<file path="config.mk">
export PLATFORM = sky130hd
export DESIGN_NAME = axi2umi
export DESIGN_NICKNAME = d
export VERILOG_FILES = /design/src/axi2umi_pkg.sv /design/src/umi_if.sv /design/src/axi_wr2umi.sv /design/src/axi_rd2umi.sv /design/src/umi_req_arb.sv /design/src/umi_resp_route.sv /design/src/axi2umi.sv
export SDC_FILE = /design/constraint.sdc
export NUM_CORES = 1
export LEC_CHECK = 0
export BUFFER_PORTS_ARGS = -buffer_cell sky130_fd_sc_hd__buf_2
export CELL_PAD_IN_SITES_DETAIL_PLACEMENT = 0
export CELL_PAD_IN_SITES_GLOBAL_PLACEMENT = 1
export CORE_AREA = 2 2 164 166
export CTS_BUF_LIST = sky130_fd_sc_hd__clkbuf_4 sky130_fd_sc_hd__clkbuf_8
export CTS_CLUSTER_SIZE = 12
export DETAILED_ROUTE_END_ITERATION = 16
export DIE_AREA = 0 0 166 168
export GPL_ROUTABILITY_DRIVEN = 0
export MAX_ROUTING_LAYER = met4
export PLACE_DENSITY_LB_ADDON = 0.1
export SLEW_MARGIN = 10
export SYNTH_ARGS = -nofsm -noshare
export SYNTH_HDL_FRONTEND = slang
export SYNTH_SLANG_ARGS = --single-unit
</file>
<file path="constraint.sdc">
create_clock -name clk -period 3.76 [get_ports clk]
set_input_delay 1.128 -clock clk [delete_from_list [all_inputs] [get_ports clk]]
set_output_delay 1.128 -clock clk [all_outputs]
set_load 0.02 [all_outputs]
</file>
<file path="src/axi2umi_pkg.sv">
// Shared widths, host addresses, UMI opcodes and command word layout for the AXI to UMI bridge
`default_nettype none

package axi2umi_pkg;

  //################################################
  // Widths
  //################################################
  localparam int aw    = 32;
  localparam int dw    = 32;
  localparam int cw    = 32;
  localparam int idw   = 4;
  // One strobe bit per data byte, also the low address bits ignored on routing
  localparam int strbw = dw / 8;

  // Source addresses that tag each request with its channel
  localparam logic [aw-1:0] wr_hostaddr = 32'h0000_0000;
  localparam logic [aw-1:0] rd_hostaddr = 32'h8000_0000;

  //################################################
  // UMI encodings
  //################################################
  localparam logic [4:0] umi_req_read   = 5'h01;
  localparam logic [4:0] umi_resp_read  = 5'h02;
  localparam logic [4:0] umi_req_write  = 5'h03;
  localparam logic [4:0] umi_resp_write = 5'h04;

  // Size is log2 of bytes per word
  localparam logic [2:0] umi_size_word = 3'd2;

  // Error codes, same values on UMI and AXI
  localparam logic [1:0] resp_ok     = 2'b00;
  localparam logic [1:0] resp_slverr = 2'b10;

  // Converter FSM states
  localparam logic [1:0] st_idle = 2'd0;
  localparam logic [1:0] st_req  = 2'd1;
  localparam logic [1:0] st_wait = 2'd2;
  localparam logic [1:0] st_resp = 2'd3;

  // Command word, request view and response view
  typedef union packed {
    struct packed {
      logic [9:0] rsvd;
      logic [1:0] prot;
      logic [3:0] qos;
      logic [7:0] len;
      logic [2:0] size;
      logic [4:0] opcode;
    } req;
    struct packed {
      logic [11:0] rsvd;
      logic [1:0]  rsvd_qos;
      // Low half of the request qos field
      logic [1:0]  err;
      logic [7:0]  len;
      logic [2:0]  size;
      logic [4:0]  opcode;
    } resp;
  } umi_cmd_u;

endpackage

`default_nettype wire

</file>
<file path="src/umi_if.sv">
// One UMI channel bundle with source and sink views
`default_nettype none

interface umi_if;

  // Handshake
  logic                            valid;
  logic                            ready;
  // Payload, held stable while valid and not ready
  axi2umi_pkg::umi_cmd_u           cmd;
  logic [axi2umi_pkg::aw-1:0]      dstaddr;
  logic [axi2umi_pkg::aw-1:0]      srcaddr;
  logic [axi2umi_pkg::dw-1:0]      data;

  // Driving side
  modport src (
    output valid, cmd, dstaddr, srcaddr, data,
    input  ready
  );

  // Receiving side
  modport snk (
    input  valid, cmd, dstaddr, srcaddr, data,
    output ready
  );

endinterface

`default_nettype wire

</file>
<file path="src/axi_wr2umi.sv">
// AXI write converter, one AW/W pair into one UMI write request and its response into a B beat
`default_nettype none

module axi_wr2umi (
  input  wire                          clk,
  input  wire                          arst_n,
  // Write address channel
  input  wire [axi2umi_pkg::idw-1:0]   awid,
  input  wire [axi2umi_pkg::aw-1:0]    awaddr,
  input  wire                          awvalid,
  output logic                         awready,
  // Write data channel
  input  wire [axi2umi_pkg::dw-1:0]    wdata,
  input  wire [axi2umi_pkg::strbw-1:0] wstrb,
  input  wire                          wvalid,
  output logic                         wready,
  // Write response channel
  output logic [axi2umi_pkg::idw-1:0]  bid,
  output logic [1:0]                   bresp,
  output logic                         bvalid,
  input  wire                          bready,
  // UMI side
  umi_if.src                           req,
  umi_if.snk                           resp
);

  logic [1:0]                    state;
  // Channel captured flags
  logic                          aw_held;
  logic                          w_held;
  logic                          aw_hs;
  logic                          w_hs;
  logic                          both_held;
  // Stored transaction
  logic [axi2umi_pkg::idw-1:0]   awid_q;
  logic [axi2umi_pkg::aw-1:0]    awaddr_q;
  logic [axi2umi_pkg::dw-1:0]    wdata_q;
  logic [axi2umi_pkg::strbw-1:0] wstrb_q;
  logic [1:0]                    bresp_q;
  axi2umi_pkg::umi_cmd_u         req_cmd;

  //################################################
  // AXI inbound
  //################################################
  // Each channel accepted once per transaction
  assign awready = (state == axi2umi_pkg::st_idle) && !aw_held;
  assign wready  = (state == axi2umi_pkg::st_idle) && !w_held;
  assign aw_hs   = awvalid && awready;
  assign w_hs    = wvalid && wready;
  // Address and data in either order
  assign both_held = (aw_held || aw_hs) && (w_held || w_hs);

  always_ff @(posedge clk or negedge arst_n) begin
    if (!arst_n) begin
      state   <= axi2umi_pkg::st_idle;
      aw_held <= 1'b0;
      w_held  <= 1'b0;
    end else begin
      case (state)
        axi2umi_pkg::st_idle: begin
          // Flags clear as the request is launched
          aw_held <= (aw_held || aw_hs) && !both_held;
          w_held  <= (w_held || w_hs) && !both_held;
          if (both_held) state <= axi2umi_pkg::st_req;
        end
        axi2umi_pkg::st_req: begin
          if (req.valid && req.ready) state <= axi2umi_pkg::st_wait;
        end
        axi2umi_pkg::st_wait: begin
          if (resp.valid && resp.ready) state <= axi2umi_pkg::st_resp;
        end
        default: begin
          // B beat held until taken
          if (bvalid && bready) state <= axi2umi_pkg::st_idle;
        end
      endcase
    end
  end

  // Payload capture
  always_ff @(posedge clk) begin
    if (aw_hs) begin
      awid_q   <= awid;
      awaddr_q <= awaddr;
    end
    if (w_hs) begin
      wdata_q <= wdata;
      wstrb_q <= wstrb;
    end
    if (resp.valid && resp.ready) bresp_q <= resp.cmd.resp.err;
  end

  //################################################
  // UMI request
  //################################################
  always_comb begin
    req_cmd             = '0;
    req_cmd.req.opcode  = axi2umi_pkg::umi_req_write;
    req_cmd.req.size    = axi2umi_pkg::umi_size_word;
    // Single word
    req_cmd.req.len     = 8'd0;
  end

  assign req.valid   = (state == axi2umi_pkg::st_req);
  assign req.cmd     = req_cmd;
  assign req.dstaddr = awaddr_q;
  // Strobes ride in the low source address bits
  assign req.srcaddr = {axi2umi_pkg::wr_hostaddr[axi2umi_pkg::aw-1:axi2umi_pkg::strbw], wstrb_q};
  assign req.data    = wdata_q;

  // Response taken only while waiting for it
  assign resp.ready = (state == axi2umi_pkg::st_wait);

  // B channel
  assign bvalid = (state == axi2umi_pkg::st_resp);
  assign bid    = awid_q;
  assign bresp  = bresp_q;

endmodule

`default_nettype wire

</file>
<file path="src/axi_rd2umi.sv">
// AXI read converter, one AR beat into one UMI read request and its response into an R beat
`default_nettype none

module axi_rd2umi (
  input  wire                         clk,
  input  wire                         arst_n,
  // Read address channel
  input  wire [axi2umi_pkg::idw-1:0]  arid,
  input  wire [axi2umi_pkg::aw-1:0]   araddr,
  input  wire                         arvalid,
  output logic                        arready,
  // Read data channel
  output logic [axi2umi_pkg::idw-1:0] rid,
  output logic [axi2umi_pkg::dw-1:0]  rdata,
  output logic [1:0]                  rresp,
  output logic                        rlast,
  output logic                        rvalid,
  input  wire                         rready,
  // UMI side
  umi_if.src                          req,
  umi_if.snk                          resp
);

  logic [1:0]                  state;
  logic                        ar_hs;
  // Stored transaction
  logic [axi2umi_pkg::idw-1:0] arid_q;
  logic [axi2umi_pkg::aw-1:0]  araddr_q;
  logic [axi2umi_pkg::dw-1:0]  rdata_q;
  logic [1:0]                  rresp_q;
  axi2umi_pkg::umi_cmd_u       req_cmd;

  //################################################
  // Control
  //################################################
  assign arready = (state == axi2umi_pkg::st_idle);
  assign ar_hs   = arvalid && arready;

  always_ff @(posedge clk or negedge arst_n) begin
    if (!arst_n) begin
      state <= axi2umi_pkg::st_idle;
    end else begin
      case (state)
        axi2umi_pkg::st_idle: begin
          if (ar_hs) state <= axi2umi_pkg::st_req;
        end
        axi2umi_pkg::st_req: begin
          if (req.valid && req.ready) state <= axi2umi_pkg::st_wait;
        end
        axi2umi_pkg::st_wait: begin
          if (resp.valid && resp.ready) state <= axi2umi_pkg::st_resp;
        end
        default: begin
          // R beat held until taken
          if (rvalid && rready) state <= axi2umi_pkg::st_idle;
        end
      endcase
    end
  end

  // Address capture and read return
  always_ff @(posedge clk) begin
    if (ar_hs) begin
      arid_q   <= arid;
      araddr_q <= araddr;
    end
    if (resp.valid && resp.ready) begin
      rdata_q <= resp.data;
      rresp_q <= resp.cmd.resp.err;
    end
  end

  //################################################
  // UMI request
  //################################################
  always_comb begin
    req_cmd            = '0;
    req_cmd.req.opcode = axi2umi_pkg::umi_req_read;
    req_cmd.req.size   = axi2umi_pkg::umi_size_word;
    req_cmd.req.len    = 8'd0;
  end

  assign req.valid   = (state == axi2umi_pkg::st_req);
  assign req.cmd     = req_cmd;
  assign req.dstaddr = araddr_q;
  assign req.srcaddr = axi2umi_pkg::rd_hostaddr;
  // No payload on a read
  assign req.data    = '0;

  assign resp.ready = (state == axi2umi_pkg::st_wait);

  // R channel, every beat is the last one
  assign rvalid = (state == axi2umi_pkg::st_resp);
  assign rlast  = rvalid;
  assign rid    = arid_q;
  assign rdata  = rdata_q;
  assign rresp  = rresp_q;

endmodule

`default_nettype wire

</file>
<file path="src/umi_req_arb.sv">
// Two to one round-robin UMI request arbiter with grant lock under back-pressure
`default_nettype none

module umi_req_arb (
  input  wire clk,
  input  wire arst_n,
  umi_if.snk  wr_in,
  umi_if.snk  rd_in,
  umi_if.src  out
);

  // Last presented grant, high for the read side
  logic last_rd;
  // Presented request not yet accepted
  logic lock;
  logic sel_rd;

  // Grant select
  always_comb begin
    if (lock) begin
      // Keep the request on the port unchanged
      sel_rd = last_rd;
    end else if (wr_in.valid && rd_in.valid) begin
      // Tie goes to the side not granted last
      sel_rd = !last_rd;
    end else begin
      sel_rd = rd_in.valid;
    end
  end

  // Output mux
  assign out.valid   = sel_rd ? rd_in.valid   : wr_in.valid;
  assign out.cmd     = sel_rd ? rd_in.cmd     : wr_in.cmd;
  assign out.dstaddr = sel_rd ? rd_in.dstaddr : wr_in.dstaddr;
  assign out.srcaddr = sel_rd ? rd_in.srcaddr : wr_in.srcaddr;
  assign out.data    = sel_rd ? rd_in.data    : wr_in.data;

  // Ready only to the granted side
  assign wr_in.ready = !sel_rd && out.ready;
  assign rd_in.ready = sel_rd && out.ready;

  always_ff @(posedge clk or negedge arst_n) begin
    if (!arst_n) begin
      // Write side first after reset
      last_rd <= 1'b1;
      lock    <= 1'b0;
    end else begin
      if (out.valid) last_rd <= sel_rd;
      lock <= out.valid && !out.ready;
    end
  end

endmodule

`default_nettype wire

</file>
<file path="src/umi_resp_route.sv">
// One to two UMI response router keyed on the host field of the destination address
`default_nettype none

module umi_resp_route (
  umi_if.snk in,
  umi_if.src wr_out,
  umi_if.src rd_out
);

  logic wr_hit;
  logic rd_hit;

  // Low strobe bits masked, write path puts wstrb there
  assign wr_hit = (in.dstaddr[axi2umi_pkg::aw-1:axi2umi_pkg::strbw] ==
                   axi2umi_pkg::wr_hostaddr[axi2umi_pkg::aw-1:axi2umi_pkg::strbw]);
  assign rd_hit = (in.dstaddr[axi2umi_pkg::aw-1:axi2umi_pkg::strbw] ==
                   axi2umi_pkg::rd_hostaddr[axi2umi_pkg::aw-1:axi2umi_pkg::strbw]);

  // Payload fans out to both sides
  assign wr_out.valid   = in.valid && wr_hit;
  assign wr_out.cmd     = in.cmd;
  assign wr_out.dstaddr = in.dstaddr;
  assign wr_out.srcaddr = in.srcaddr;
  assign wr_out.data    = in.data;

  assign rd_out.valid   = in.valid && rd_hit;
  assign rd_out.cmd     = in.cmd;
  assign rd_out.dstaddr = in.dstaddr;
  assign rd_out.srcaddr = in.srcaddr;
  assign rd_out.data    = in.data;

  // Stray response is swallowed
  assign in.ready = wr_hit ? wr_out.ready :
                    rd_hit ? rd_out.ready : 1'b1;

endmodule

`default_nettype wire

</file>
<file path="src/axi2umi.sv">
// AXI4 slave to UMI host bridge top with separate read and write converters
`default_nettype none

module axi2umi (
  input  wire                          clk,
  input  wire                          arst_n,

  //################################################
  // AXI slave port
  //################################################
  input  wire [axi2umi_pkg::idw-1:0]   s_axi_awid,
  input  wire [axi2umi_pkg::aw-1:0]    s_axi_awaddr,
  input  wire                          s_axi_awvalid,
  output logic                         s_axi_awready,
  input  wire [axi2umi_pkg::dw-1:0]    s_axi_wdata,
  input  wire [axi2umi_pkg::strbw-1:0] s_axi_wstrb,
  input  wire                          s_axi_wvalid,
  output logic                         s_axi_wready,
  output logic [axi2umi_pkg::idw-1:0]  s_axi_bid,
  output logic [1:0]                   s_axi_bresp,
  output logic                         s_axi_bvalid,
  input  wire                          s_axi_bready,
  input  wire [axi2umi_pkg::idw-1:0]   s_axi_arid,
  input  wire [axi2umi_pkg::aw-1:0]    s_axi_araddr,
  input  wire                          s_axi_arvalid,
  output logic                         s_axi_arready,
  output logic [axi2umi_pkg::idw-1:0]  s_axi_rid,
  output logic [axi2umi_pkg::dw-1:0]   s_axi_rdata,
  output logic [1:0]                   s_axi_rresp,
  output logic                         s_axi_rlast,
  output logic                         s_axi_rvalid,
  input  wire                          s_axi_rready,

  //################################################
  // UMI host port
  //################################################
  output logic                         uhost_req_valid,
  output logic [axi2umi_pkg::cw-1:0]   uhost_req_cmd,
  output logic [axi2umi_pkg::aw-1:0]   uhost_req_dstaddr,
  output logic [axi2umi_pkg::aw-1:0]   uhost_req_srcaddr,
  output logic [axi2umi_pkg::dw-1:0]   uhost_req_data,
  input  wire                          uhost_req_ready,
  input  wire                          uhost_resp_valid,
  input  wire [axi2umi_pkg::cw-1:0]    uhost_resp_cmd,
  input  wire [axi2umi_pkg::aw-1:0]    uhost_resp_dstaddr,
  input  wire [axi2umi_pkg::aw-1:0]    uhost_resp_srcaddr,
  input  wire [axi2umi_pkg::dw-1:0]    uhost_resp_data,
  output logic                         uhost_resp_ready
);

  // Converter to arbiter
  umi_if wr_req ();
  umi_if rd_req ();
  // Router to converter
  umi_if wr_resp ();
  umi_if rd_resp ();
  // Host side bundles, tied to the plain ports below
  umi_if host_req ();
  umi_if host_resp ();

  assign uhost_req_valid   = host_req.valid;
  assign uhost_req_cmd     = host_req.cmd;
  assign uhost_req_dstaddr = host_req.dstaddr;
  assign uhost_req_srcaddr = host_req.srcaddr;
  assign uhost_req_data    = host_req.data;
  assign host_req.ready    = uhost_req_ready;

  assign host_resp.valid   = uhost_resp_valid;
  assign host_resp.cmd     = uhost_resp_cmd;
  assign host_resp.dstaddr = uhost_resp_dstaddr;
  assign host_resp.srcaddr = uhost_resp_srcaddr;
  assign host_resp.data    = uhost_resp_data;
  assign uhost_resp_ready  = host_resp.ready;

  // Write path
  axi_wr2umi u_axi_wr2umi (
    .clk     (clk),
    .arst_n  (arst_n),
    .awid    (s_axi_awid),
    .awaddr  (s_axi_awaddr),
    .awvalid (s_axi_awvalid),
    .awready (s_axi_awready),
    .wdata   (s_axi_wdata),
    .wstrb   (s_axi_wstrb),
    .wvalid  (s_axi_wvalid),
    .wready  (s_axi_wready),
    .bid     (s_axi_bid),
    .bresp   (s_axi_bresp),
    .bvalid  (s_axi_bvalid),
    .bready  (s_axi_bready),
    .req     (wr_req),
    .resp    (wr_resp)
  );

  // Read path
  axi_rd2umi u_axi_rd2umi (
    .clk     (clk),
    .arst_n  (arst_n),
    .arid    (s_axi_arid),
    .araddr  (s_axi_araddr),
    .arvalid (s_axi_arvalid),
    .arready (s_axi_arready),
    .rid     (s_axi_rid),
    .rdata   (s_axi_rdata),
    .rresp   (s_axi_rresp),
    .rlast   (s_axi_rlast),
    .rvalid  (s_axi_rvalid),
    .rready  (s_axi_rready),
    .req     (rd_req),
    .resp    (rd_resp)
  );

  // Request merge
  umi_req_arb u_umi_req_arb (
    .clk    (clk),
    .arst_n (arst_n),
    .wr_in  (wr_req),
    .rd_in  (rd_req),
    .out    (host_req)
  );

  // Response split
  umi_resp_route u_umi_resp_route (
    .in     (host_resp),
    .wr_out (wr_resp),
    .rd_out (rd_resp)
  );

endmodule

`default_nettype wire

</file>
; After elaboration in Yosys (flattened, before gate mapping)
; Index checks and enable logic that the tools add are counted.
[op_classes]
n_addsub = 0
mul = 0
div_mod_pow = 0
n_lt_le_gt_ge = 0
eq_ne = 13
n_shift = 0
n_mux = 19
n_bitwise = 0
reduce_logical = 35
[ops]
columns = cell, count
row1 = $mux W32, 3
row2 = $eq A28 B28 Y1 const B, 1
row3 = $logic_not A28 Y1, 1
row4 = $logic_and A1 B1 Y1, 20
row5 = $mux W2, 9
row6 = $pmux W2 S3, 2
row7 = $ne A2 B2 Y1 const B, 5
row8 = $eq A2 B2 Y1 const B, 4
row9 = $reduce_and A4 Y1, 2
row10 = $reduce_bool A4 Y1, 2
row11 = $logic_not A1 Y1, 6
row12 = $mux W1, 5
row13 = $eq A2 B1 Y1 const B, 2
row14 = $logic_not A2 Y1, 2
row15 = $logic_or A1 B1 Y1, 2
row16 = $ne A2 B1 Y1 const B, 1
[word_totals]
regBits = 152
latch_bits = 0
ramBits = 0
rom_bits = 0
input_bits = 245
out_inout_bits = 180
elab_cells = 82
n_memories = 0

; Longest topological paths before layout
[logic_depth]
depth_word = 9
ltp_mapped = 8
mapped_depth_nobuf = 7

; Hierarchy
; A second synthesis with hierarchy kept.
[unflattened]
cells_unflattened = 1245
hier_area_um2 = 12567.1
[modules_own_cells]
columns = mod, instances, cells_each, area_per_inst_um2, seq_area_each_um2
row1 = umi_req_arb, 1, 617, 4449.3, 51.3
row2 = axi_rd2umi, 1, 189, 3049.2, 2152.1
row3 = axi_wr2umi, 1, 167, 3026.7, 2322.2
row4 = umi_resp_route, 1, 272, 2042.0, 0.0

; Worst setup path after synthesis
; OpenSTA, ideal clock, no wires.
[synth_path]
path_kind = input -> register
from = input port uhost_resp_dstaddr[14] (netlist name)
to = register u_axi_rd2umi.rdata_q (netlist bit u_axi_rd2umi.rdata[0]) (enable)
setup_time_ns = 0.425
arrival_ns = 3.426
required_ns = 3.335
slack_ns = -0.091
path_stages = 4
path_cell_list = nor4_1 -> nand4_1 -> or3_1 -> nor2_1
[synth_via]
elab_chain_cells = 3
[synth_lines]
columns = element, line
row1 = start: declaration, axi2umi.sv:45  ; input wire [axi2umi_pkg::aw-1:0] uhost_resp_dstaddr,
row2 = $eq A28 B28 Y1, umi_resp_route.sv:16  ; assign rd_hit = (in.dstaddr[axi2umi_pkg::aw-1:axi2umi_pkg::strbw] ==
row3 = $logic_and A1 B1 Y1, umi_resp_route.sv:26  ; assign rd_out.valid = in.valid && rd_hit;
row4 = $logic_and A1 B1 Y1, axi_rd2umi.sv:67  ; if (resp.valid && resp.ready) begin
row5 = end signal: assignment, axi_rd2umi.sv:68  ; rdata_q <= resp.data;
row6 = end: declaration, axi_rd2umi.sv:29  ; logic [axi2umi_pkg::dw-1:0] rdata_q;
; No other way between the ends.
; A chain may end at the register's enable or synchronous reset.

; Final worst setup path
[layout_path]
from = register u_axi_rd2umi.state[1]
to = output port uhost_req_dstaddr[1] (netlist name)
[layout_via]
elab_chain_cells = 5
[layout_lines]
columns = element, line
row1 = start: declaration, axi_rd2umi.sv:24  ; logic [1:0] state;
row2 = start signal: assignment, axi_rd2umi.sv:41  ; state <= axi2umi_pkg::st_idle;
row3 = start signal: assignment, axi_rd2umi.sv:45  ; if (ar_hs) state <= axi2umi_pkg::st_req;
row4 = start signal: assignment, axi_rd2umi.sv:48  ; if (req.valid && req.ready) state <= axi2umi_pkg::st_wait;
row5 = $eq A2 B1 Y1 *, axi_rd2umi.sv:83  ; assign req.valid = (state == axi2umi_pkg::st_req);
row6 = $logic_and A1 B1 Y1, umi_req_arb.sv:23  ; end else if (wr_in.valid && rd_in.valid) begin
row7 = $mux W1 *, umi_req_arb.sv:23
row8 = $mux W1 *, umi_req_arb.sv:20  ; if (lock) begin
row9 = $mux W32 *, umi_req_arb.sv:34  ; assign out.dstaddr = sel_rd ? rd_in.dstaddr : wr_in.dstaddr;
row10 = end: declaration, axi2umi.sv:39  ; output logic [axi2umi_pkg::aw-1:0] uhost_req_dstaddr,
; Every way passes the cells marked *; elsewhere a longest branch is shown, timed or not.

==> flow_metrics.tcl <==
set metrics [dict create \
    run_status "finished clean" \
    grt_max_degree 37 \
    syn_area_um2 6125 \
    io_pins 425 \
    grt_overflow 0 \
    core_area_um2 26350 \
    ant_nets 0 \
    cp.arrival_ns 2.41 \
    synth-seq-cells 152 \
    pre_cts_ws_ns 0.3329 \
    drv_slew 0 \
    final_area_um2 8190 \
    p_clk_share_pct 21.9 \
    power_frac_seq_pct 41.5 \
    fin_crit_ns 3.536 \
    first_pass_iters 4 \
    wl_mm 16.16 \
    yosysMostFrequentCell "edfxtp_1" \
    path_cells "inv_1 > ha_1 > nor2b_1 > a22o_2 > buf_4 > mux2_2 > buf_2" \
    grt_usage_pct 11.61 \
    ys_seq_area_share_pct 73.89 \
    max_freq_mhz 282.8 \
    cts_setup_buffers 0 \
    clockBufferDepth 2 \
    async_flop_share_pct 5.263 \
    switchingPower_mw 2.030 \
    p_sw_share_pct 37.71 \
    cts.root.buffer_cell "clkbuf_8" \
    start_kind "flop" \
    avgViaCountPerCell 3.807 \
    hold_viol 0 \
    slowest_delay_ns 0.44 \
    place_hpwl_mm 11.97 \
    worstSetupPathType "flop to output port" \
    critPathRequiredTime_ns 2.63 \
    finalSetupViolCount 0 \
    syn2layout_area_growth_pct 33.73 \
    yosys.area.top_type "edfxtp_1" \
    htreeDepth 4 \
    clock_sinks 152 \
    yosys.cell_types.count 35 \
    p_per_area_nw_per_um2 657.3 \
    worst_pin_slew_ns 0.9931 \
    io_buffers 300 \
    num_vias 3936 \
    antenna_found_initial 2 \
    ys.flop_type "edfxtp_1" \
    synth_edf_count 144 \
    hp-class "input port to asynchronous set/reset pin" \
    p_leak_nw 3.432 \
    drtIter0Drc 169 \
    internal_power_mw 3.354 \
    synth_common_cells "edfxtp_1 (144), buf_4 (60), nor2b_1 (40)" \
    cts.clk_slew.worst_paths_ns 0.09 \
    crit_path_end_kind "output port" \
    wl_per_cell_um 15.62 \
    rows 60 \
    placed_area_um2 7824 \
    die-width_um 166 \
    syn_avg_cell_area_um2 16.73 \
    cp_max_fo 21 \
    fin_crit_sh_pct 94.05 \
    combinationalPowerShare_pct 36.7 \
    synth_area_leaders "edfxtp_1 (71%), buf_4 (7.4%), mux2_2 (6.4%), nor2b_1 (4.1%), dfrtp_1 (2.9%)" \
    grt_pass1_wl_mm 23.76 \
    drive_above_1_share_pct 54.70 \
    relSlewSlack_pct 33.80 \
    cts_tree "done" \
    clk_latency_ns 0.44 \
    synth_top_area_share_pct 70.60 \
    yosys_warnings 0 \
    cap_violations 0 \
    setup_tns_ns 0 \
    drc_errors 0 \
    initial_utilization_pct 23.24 \
    crit_slowest_cell "dfrtp_1" \
    ir_drop_v 0.0002160 \
    hold_ws_ns 0.5279 \
    fin_skew_ns 0.009777 \
    die_area_um2 27890 \
    syn_inst 366 \
    nets 932 \
    cts_buffers 17 \
    setup_ws_ns 0.2239 \
    die_y_um 168 \
    grt_pass1_vias 3979 \
    rsz0062_at_grt "false" \
]
## path summary, 6_finish.rpt
path | from | to | slack (ns) | cells after the start
max | u_axi_rd2umi.state[1] | uhost_req_dstaddr[1] | 0.22 | 7
min | arst_n | u_axi_wr2umi.w_held | 0.53 | 1
max reg2reg | u_axi_wr2umi.state[0] | u_axi_wr2umi.req.dstaddr[25] | 1.41 | 4
min reg2reg | u_axi_wr2umi.aw_held | u_axi_wr2umi.aw_held | 0.58 | 2
max in group asynchronous | arst_n | u_umi_req_arb.last_rd | 2.99 | 1
min in group clk | u_axi_wr2umi.aw_held | u_axi_wr2umi.aw_held | 0.58 | 2
## what timing repair did
action	in CTS	in global routing
resized for setup	0	1
setup endpoints to repair	0	33
hold buffers	0	0
## cell families (layout without fill, tap and decap cells)
group | count (synthesis) | after routing | synth area share, %
AO/OA/AOI/OAI | 18 | 18 | 2.002
adder cells (fa/ha/maj) | 9 | 9 | 1.839
buffers and inverters | 78 | 347 | 8.560
flip-flops | 152 | 152 | 73.89
multiplexers | 37 | 37 | 6.844
other | 2 | 60 | 0.1226
AND/OR/NAND/NOR | 70 | 70 | 6.741
## power groups by stage
stage	clock network (mW)	logic, mW	registers, mW
2_1_floorplan	0	1.35	2.27
3_3_place_gp	0	2.01	2.26
3_5_place_dp	0	2.01	2.27
4_1_cts	1.24	2.02	2.23
5_1_grt	1.30	2.16	2.26
6_report	1.18	1.98	2.23
## flip-flops by register name, summed over array words and instances (netlist names)
register                  cells
u_axi_rd2umi.rdata           32
u_axi_rd2umi.req.dstaddr     32
u_axi_rd2umi.rid              4
u_axi_rd2umi.rresp            2
u_axi_rd2umi.state            2
u_axi_wr2umi.aw_held          1
u_axi_wr2umi.bid              4
u_axi_wr2umi.bresp            2
u_axi_wr2umi.req.data        32
u_axi_wr2umi.req.dstaddr     32
u_axi_wr2umi.state            2
u_axi_wr2umi.w_held           1
u_axi_wr2umi.wstrb_q          4
u_umi_req_arb.last_rd         1
u_umi_req_arb.lock            1
## stage by stage
step / util (%) / power, mW / std cells
final: 31.08 / 5.384 / 1034
after global routing: 31.08 / 5.724 / 1034
after CTS: 31.05 / 5.494 / 1032
after detailed placement: 29.69 / 4.287 / 1000
after global placement: 29.69 / 4.266 / 1000
after floorplan: - / 3.622 / 422
## layout make-up
| type | count | area (um2) |
|---|---|---|
| sequential | 152 | 4526 |
| timing repair buffer | 306 | 1550 |
| fill | 2716 | 18160 |
| antenna | 2 | 5.005 |
| multi-input combinational | 192 | 1291 |
| clock buffer | 18 | 241.5 |
| inverter | 9 | 33.78 |
| tap | 341 | 426.7 |
| clock inverter | 14 | 116.4 |
## metal layers
layer | routed length, um | track usage [%] | share of wire, %
met1 | 6618 | 13.40 | 41
met4 | 274 | 3.932 | 1.7
met3 | 1046 | 3.220 | 6.5
met5 | 0 | - | 0
met2 | 8217 | 19.57 | 51
## critical path, delay by kind of cell (launching register included)
kind / cells / cell delay (ns)
DFF: 1 / 0.44
buffers and inverters: 3 / 0.60
AOI/OAI and AO/OA: 1 / 0.19
muxes: 1 / 0.38
adders and majority gates: 1 / 0.19
and+or+nand+nor: 1 / 0.18
## placed cells by master (no fill, tap or decap), types with 3 or more instances in the layout
cell	instances
nor2_1	3
a21oi_1	5
conb_1	58
clkbuf_8	17
clkinv_4	5
buf_2	300
nand2_1	4
mux2_2	35
nand3_1	3
edfxtp_1	144
ha_1	9
clkinvlp_4	3
inv_1	9
dfrtp_1	7
nor4_1	6
buf_4	5
nor2b_1	40
inv_6	4
Power figures use the tool's default switching activity.
